$ cat src/include/cache_config.svh
`ifndef CACHE_CONFIG_SVH
`define CACHE_CONFIG_SVH

// Cycles between two CPU read strobes
`define REQ_PERIOD 10

// Backing store wait on a miss
`define FILL_WAIT 4

// 16 lines, one word each
`define CACHE_LINES_LOG2 4

// Reuse history ring
`define HIST_DEPTH 8

// Start of the 256-word address window
`define ADDR_BASE 32'h0000_0a00

`endif
$ cat src/rtl/cache_pkg.sv
`include "cache_config.svh"

package cache_pkg;

    typedef logic [31:0] word_t;

    // Word address, no byte offset
    typedef logic [31:0] addr_t;

    typedef logic [`CACHE_LINES_LOG2-1:0] index_t;

    typedef logic [31-`CACHE_LINES_LOG2:0] tag_t;

    // Tag RAM entry
    typedef struct packed {
        logic valid;
        tag_t tag;
    } tag_entry_t;

    // Offset from the address base into the backing store
    typedef logic [7:0] mem_index_t;

    typedef logic [15:0] count_t;

endpackage

$ cat src/rtl/cpu_req_gen.sv
`include "cache_config.svh"

module cpu_req_gen
    import cache_pkg::*;
(
    input  logic  cpu_intf,
    input  logic  rst_n,
    input  logic  run,
    input  word_t seed,
    output logic  req_valid,
    output addr_t req_addr
);

    // x^32 + x^22 + x^2 + x + 1, Galois form shifting right
    localparam word_t LFSR_POLY = 32'h8020_0003;
    localparam int PER_W = $clog2(`REQ_PERIOD);
    localparam int HIST_W = $clog2(`HIST_DEPTH);

    logic [PER_W-1:0]  per_cnt;
    logic              fire;
    word_t             lfsr;
    word_t             lfsr_next;
    mem_index_t        hist [`HIST_DEPTH];
    logic [HIST_W-1:0] hist_wr_ptr;
    logic [HIST_W:0]   hist_count;
    logic [HIST_W:0]   pick;
    logic              reuse;
    mem_index_t        next_off;

    assign fire = run && (per_cnt == PER_W'(`REQ_PERIOD - 1));
    assign lfsr_next = (lfsr >> 1) ^ (lfsr[0] ? LFSR_POLY : '0);

    // Empty history forces a fresh address, so the first request is always fresh
    assign reuse = lfsr[8] && (hist_count != '0);
    assign pick = {1'b0, lfsr[11:9]} % hist_count;
    assign next_off = reuse ? hist[pick[HIST_W-1:0]] : lfsr[7:0];

    always_ff @(posedge cpu_intf) begin
        if (!rst_n) begin
            per_cnt <= '0;
        end else if (!run || fire) begin
            per_cnt <= '0;
        end else begin
            per_cnt <= per_cnt + 1'b1;
        end
    end

    always_ff @(posedge cpu_intf) begin
        if (!rst_n) begin
            req_valid   <= 1'b0;
            lfsr        <= seed;
            hist_wr_ptr <= '0;
            hist_count  <= '0;
        end else begin
            req_valid <= fire;
            if (fire) begin
                lfsr <= lfsr_next;
                if (!reuse) begin
                    hist_wr_ptr <= hist_wr_ptr + 1'b1;
                    // Ring wraps and overwrites the oldest once full
                    if (hist_count != (HIST_W + 1)'(`HIST_DEPTH)) begin
                        hist_count <= hist_count + 1'b1;
                    end
                end
            end
        end
    end

    always_ff @(posedge cpu_intf) begin
        if (fire) begin
            req_addr <= `ADDR_BASE + addr_t'(next_off);
            if (!reuse) begin
                hist[hist_wr_ptr] <= next_off;
            end
        end
    end

endmodule

$ cat config.mk
export PLATFORM = sky130hd
export DESIGN_NAME = cpu_req_gen
export DESIGN_NICKNAME = d
export VERILOG_FILES = /design/src/rtl/cache_pkg.sv /design/src/rtl/cpu_req_gen.sv
export VERILOG_INCLUDE_DIRS = /design/src /design/src/include
export SDC_FILE = /design/constraint.sdc
export NUM_CORES = 1
export LEC_CHECK = 0
export BUFFER_PORTS_ARGS = -buffer_cell sky130_fd_sc_hd__buf_2
export CORE_ASPECT_RATIO = 0.9
export CORE_MARGIN = 1.5
export CORE_UTILIZATION = 50
export CTS_CLUSTER_SIZE = 20
export DETAILED_ROUTE_END_ITERATION = 16
export GPL_TIMING_DRIVEN = 0
export PLACE_DENSITY = 0.7
export RECOVER_POWER = 25
export SYNTH_ARGS = -nofsm -noshare
export SYNTH_HDL_FRONTEND = slang
export SYNTH_SLANG_ARGS = --single-unit
$ cat constraint.sdc
create_clock -name cpu_intf -period 6.6 [get_ports cpu_intf]
set_input_delay 0.66 -clock cpu_intf [delete_from_list [all_inputs] [get_ports cpu_intf]]
set_output_delay 0.66 -clock cpu_intf [all_outputs]
set_load 0.05 [all_outputs]
### Word-level counts from Yosys, hierarchy flattened

Memory sizes are Yosys's and may differ from the RTL's.
Cells that the tools add are included.

| word-level totals | value |
|---|---|
| memories kept | 1 |
| input port bits | 35 |
| bits in writable memories | 64 |
| logic and storage cells | 33 |
| register bits after elaboration | 76 |
| output and inout port bits | 33 |

Memory list:

| memory | words | width | rd ports | clocked after memory_dff | write ports | RTL line | RTL |
|---|---|---|---|---|---|---|---|
| hist | 8 | 8 | 1 | 0 | 1 | cpu_req_gen.sv:23 | `` mem_index_t hist [`HIST_DEPTH]; `` |

| cells by class | value |
|---|---|
| reduce and logical (&&, ||, !) cells | 8 |
| $add $sub $neg | 4 |
| div/mod/pow operators | 1 |
| mux-type cells | 7 |
| equal/unequal tests | 3 |
| bitwise gates (word level) | 3 |

Operator list:

| kind | number |
|---|---|
| 2-to-1 mux 32 bit | 3 |
| XOR 31 x 32 -> 32 bit | 1 |
| adder 12 x 8 -> 13 bit (first input constant) | 1 |
| adder 4 x 1 -> 4 bit (second input constant) | 2 |
| 2-to-1 mux 8 bit | 1 |
| == test 4 bit (second input constant) | 1 |
| remainder unit 3 x 4 -> 4 bit | 1 |
| != test 4 bit (second input constant) | 1 |
| nonzero test 4 bit | 1 |
| adder 3 x 1 -> 3 bit (second input constant) | 1 |
| 2-to-1 mux 1 bit | 3 |
| AND reduction 3 bit | 1 |
| logical AND 1 bit | 2 |
| != test 2 x 1 -> 1 bit (second input constant) | 1 |
| NOT 1 bit | 2 |
| AND reduction 2 bit | 1 |
| OR reduction 2 bit | 1 |
| logical NOT 1 bit | 1 |
| logical OR 1 bit | 1 |

### Depth between registers and ports, before layout

| depth | value |
|---|---|
| word-level depth | 5 |
| gate-level depth with buffers | 23 |
| depth with buffers taken out | 20 |

### Worst setup path before layout

OpenSTA, ideal clock, no wires.

| timing | value |
|---|---|
| path kind | reg-to-reg |
| start point | register hist_count[0] |
| end point | memory hist[0][5] (netlist name), data pin |
| cell stages (with the launch flop) | 23 |
| slack | 1.583 ns |
| arrival | 4.730 ns |
| setup time | 0.287 ns |
| clock period less this slack | 5.017 ns |
| required time | 6.313 ns |
| path buffers | 2 |
| path through | dfxtp_1 -> inv_1 -> ha_1 -> a41oi_1 -> nor3_1 -> ha_1 -> nor2_1 -> or3_1 -> and2_2 -> ha_1 -> o211ai_1 -> a211o_1 -> nand2_1 -> inv_1 -> fa_1 -> a21boi_1 -> o21ai_4 -> nand2_1 -> and2_1 -> buf_4 -> buf_4 -> mux2i_1 -> a221o_1 |

| on the way | value |
|---|---|
| word-level cells in the longest chain between the ends | 3 |
| elaborated cells between the ends (all ways) | 5 |
| classes of those cells | 1 x div; 1 x mux; 2 x reduce/logical; 1 x memory |

Ends and longest elaborated chain:

| element | RTL line | RTL |
|---|---|---|
| from (decl) | cpu_req_gen.sv:25 | `logic [HIST_W:0] hist_count;` |
| from (signal assigned) | cpu_req_gen.sv:62 | `hist_count <= hist_count + 1'b1;` |
| remainder unit 3 x 4 -> 4 bit or nonzero test 4 bit (tied branches) | cpu_req_gen.sv:35, cpu_req_gen.sv:34 |  |
| memory read (8 x 8 bit) or logical AND 1 bit (tied branches) | n/a |  |
| 2-to-1 mux 8 bit * | cpu_req_gen.sv:36 | `assign next_off = reuse ? hist[pick[HIST_W-1:0]] : lfsr[7:0];` |
| named net next_off[5] | cpu_req_gen.sv:28 | `mem_index_t next_off;` |
| to (decl) | cpu_req_gen.sv:23 |  |

The timed path passes the listed nets; every way through them passes the cells marked *.

### Worst setup path in the final report

| timing | value |
|---|---|
| start point | register hist_count[0] |
| end point | memory hist[0][6] (netlist name), data pin |

Same word-level chain as after synthesis.

==> reports/results.tsv <==
stage	metric	value	unit
global_routing	GRT Resource Usage Total	0.194	
detailed_routing	Routed wire per std cell	16.8	µm
timing	Final WS setup	0.892	ns
critical_path	Slowest cell on crit path	fa_1	
clocking	H-Tree Depth	4	
clocking	clock latency on the worst-skew pair	0.41	ns
clocking	post-CTS setup repair buffer count	0	
pwr	Leak	2.57	nW
synth	post-synthesis mux area share	0.120	
synth	Unique masters post-synth	55	
cells_and_area	final non-filler cell total	623	
timing	slew margin rel.	0.113	
detailed_routing	DR WL met2	5060	µm
clocking	Clock Tree Root	clkbuf_16	
cells_and_area	layout cells sized above 1	0.290	
global_routing	first-pass GRT wire length	17000	µm
timing	number of hold violations in the final report	0	
die	Placement Rows	36	
critical_path	endpoint kind of the worst setup timing path	flip-flop	
clocking	CTS tree	built	
cells_and_area	multi-input logic area	1950	µm²
critical_path	type of the worst setup path	reg2reg	
clocking	Clock Pin Slew Worst Setup and Hold Paths	0.06	ns
critical_path	WP data arrival	5.81	ns
synth	Synth Area per Inst	14.2	µm²
placement	input/output buffers	42	
placement	placed cell count	591	
synth	Synth Area in Simple Gates	0.0585	
timing	RSZ-0062 raised after global routing	false	
detailed_routing	DR pass1 iterations	4	
cells_and_area	fillcell total	828	
placement	placed cell area	6060	µm²
clocking	cts-stage hold buffer count	0	
pwr	power density over the cells	305	nW/µm²
detailed_routing	final WL	10400	µm
die	Chip Height	103	µm
timing	Tightest Pin Transition	1.33	ns
global_routing	initial antenna violation count	0	
die	die area	11800	µm²
clocking	CTS Sinks	116	
detailed_routing	1st-iter DRT viols	181	
synth	Synth warnings	0	
placement	DP HPWL	7210	µm
critical_path	critical path's most frequent cell	ha_1	
critical_path	CP Cell Sequence	inv_1, ha_1, a41oi_1, nor3_1, ha_1, nor2_1, or3_1, and2_2, ha_1, o211ai_1, a211o_1, nand2_1, inv_1, fa_1, a21boi_1, o21ai_4, nand2_1, and2_1, buf_4, buf_4, mux2i_1, a221o_1	
synth	ys async rst share	0	
synth	commonest cells in the netlist	edfxtp_1, mux2i_1, mux2_2	
synth	post-synth top area cell	edfxtp_1	
detailed_routing	Antenna Nets Post-Route	0	
synth	EDFF count, synth	104	
synth	Post-Synthesis Cell Area	5560	µm²
timing	minimum clock period	5.71	ns
detailed_routing	DRC viols	0	
synth	most area-consuming cells after synthesis	edfxtp_1, mux2_2, mux2i_1, dfxtp_1, ha_1	
clocking	CTS buffer count	17	
critical_path	CP Launch Point	hist_count[0]	
timing	Setup-failing EPs final	0	
cells_and_area	final core occ	0.617	
placement	gpl congestion	0.764	
timing	setup TNS	0	ns
global_routing	largest net degree at the start of global routing	33	
synth	Synth Area in XOR/XNOR	0.0205	
clocking	Clock Path Buffers	2	
global_routing	global route overflow	0	
timing	period utilisation layout	0.865	
clocking	CTS resizes	0	
critical_path	Worst path top cell family by delay	compound AO/OA/AOI/OAI gates	
critical_path	worst path buffer plus inverter count	4	
detailed_routing	Metal-1 WL	4800	µm
timing	WHS	0.471	ns
synth	main combinational cell family by area after synthesis	multiplexers	
cells_and_area	Nets	529	
die	Core Area	10800	µm²
detailed_routing	routed vias	3329	
cells_and_area	Seq. cell area	3360	µm²
synth	sequential-to-total area share from yosys stat	0.605	
timing	Slew Viols, Final	0	
worst_hold_path	worst hold path startpoint	per_cnt[0]	
timing	Peak Freq	0.175	GHz
placement	pre-CTS worst setup slack	0.885	ns
synth	count leader, synth	edfxtp_1	
critical_path	Req. time, crit path	6.70	ns
cells_and_area	diode count	0	
detailed_routing	Max Used Layer	met4	
synth	Yosys top cell area share	0.562	
synth	Synth Register Bits	116	
synth	ys flop type	edfxtp_1	
die	Initial Util	0.514	
die	io pins	68	
timing	Worst Skew	0.0108	ns
critical_path	worst stage delay on the critical path	0.46	ns
synth	Post-Synth Adder-Cell Area	0.0396	
synth	post-synthesis compound-gate area fraction	0.0918	
critical_path	FF-to-FF Start	hist_count[0]	
global_routing	vias in the first global route	3308	
status	outcome	finished clean	
synth	Gate Count Post-Synth	391	
detailed_routing	via/cell ratio	5.34	
critical_path	Crit Path Max Fanout	10	
die	DIE WIDTH	114	µm
cells_and_area	Design Area, Final	6670	µm²
job	max-cap viol count	0	
critical_path	CP Launch Type	flip-flop	
pwr	Pwr Total	2.04	mW
pwr	Worst IR Drop VDD	293	µV
detailed_routing	metal3 WL	468	µm
cells_and_area	Layout area overhead	20.0	%
worst_hold_path	Worst Hold Class	reg2reg	
==> placed cells by master, fill, tap and decap left out, types with 12 or more instances in the layout <==
master	synthesis	routed
a221oi_1	17	17
buf_2	2	35
buf_4	26	29
clkbuf_1	6	15
clkbuf_16	0	17
conb_1	2	24
dfxtp_1	12	12
edfxtp_1	104	104
ha_1	16	16
inv_1	19	19
mux2_2	30	30
mux2i_1	33	33
nand2_1	12	12
nor2_1	14	14
==> worst register-to-register path, stage by stage (launching register included) <==
cell	delay, ns
dfxtp_1	0.41
inv_1	0.17
ha_1	0.28
a41oi_1	0.17
nor3_1	0.09
ha_1	0.34
nor2_1	0.06
or3_1	0.35
and2_2	0.21
ha_1	0.31
o211ai_1	0.14
a211o_1	0.31
nand2_1	0.09
inv_1	0.06
fa_1	0.46
a21boi_1	0.19
o21ai_4	0.29
nand2_1	0.27
and2_1	0.25
buf_4	0.18
buf_4	0.19
mux2i_1	0.13
a221o_1	0.46
==> kinds of logic (layout without fill, tap and decap cells) <==
kind of cell / Yosys count / in the layout
AOI/OAI and AO/OA: 62 / 62
xor gates and xnor gates: 13 / 13
adders and majority gates: 17 / 17
buffers and inverters: 59 / 136
DFF: 116 / 116
muxes: 63 / 63
other: 2 / 24
and+or+nand+nor: 59 / 59
==> layer usage <==
| layer | GRT usage | vias up |
|---|---|---|
| li1 | - | 1621 |
| met1 | 0.260 | 1613 |
| met2 | 0.316 | 82 |
| met3 | 0.0441 | 13 |
| met4 | 0.0663 | 0 |
| met5 | 0 | - |
==> worst paths after layout <==
path | depth (start not counted) | slack [ns] | end
worst min register to register | 1 | 0.47 | per_cnt[0]
worst min-delay path | 1 | 0.47 | per_cnt[0]
worst max register to register | 22 | 0.89 | hist[0][6]
worst max-delay path | 22 | 0.89 | hist[0][6]
==> registers in the layout, summed over array words and instances, names as in the netlist <==
register / count
per_cnt: 4
hist_wr_ptr: 3
req_addr: 8
hist: 64
req_valid: 1
lfsr: 32
hist_count: 4
==> report_power, final <==
part | switching (mW) | internal (mW)
logic | 0.145 | 0.106
registers | 0.00959 | 0.823
clock network | 0.350 | 0.604
total | 0.504 | 1.53
==> area by class of cell <==
| class | instances | area share |
|---|---|---|
| Clock inverter | 15 | 0.0291 |
| Timing Repair Buffer | 45 | 0.0332 |
| Multi-Input combinational cell | 238 | 0.292 |
| Sequential cell | 116 | 0.504 |
| Tap cell | 133 | 0.0249 |
| Inverter | 19 | 0.0107 |
| Clock buffer | 17 | 0.0637 |
| Buffer | 40 | 0.0420 |
(Power assumes the default switching activity.)
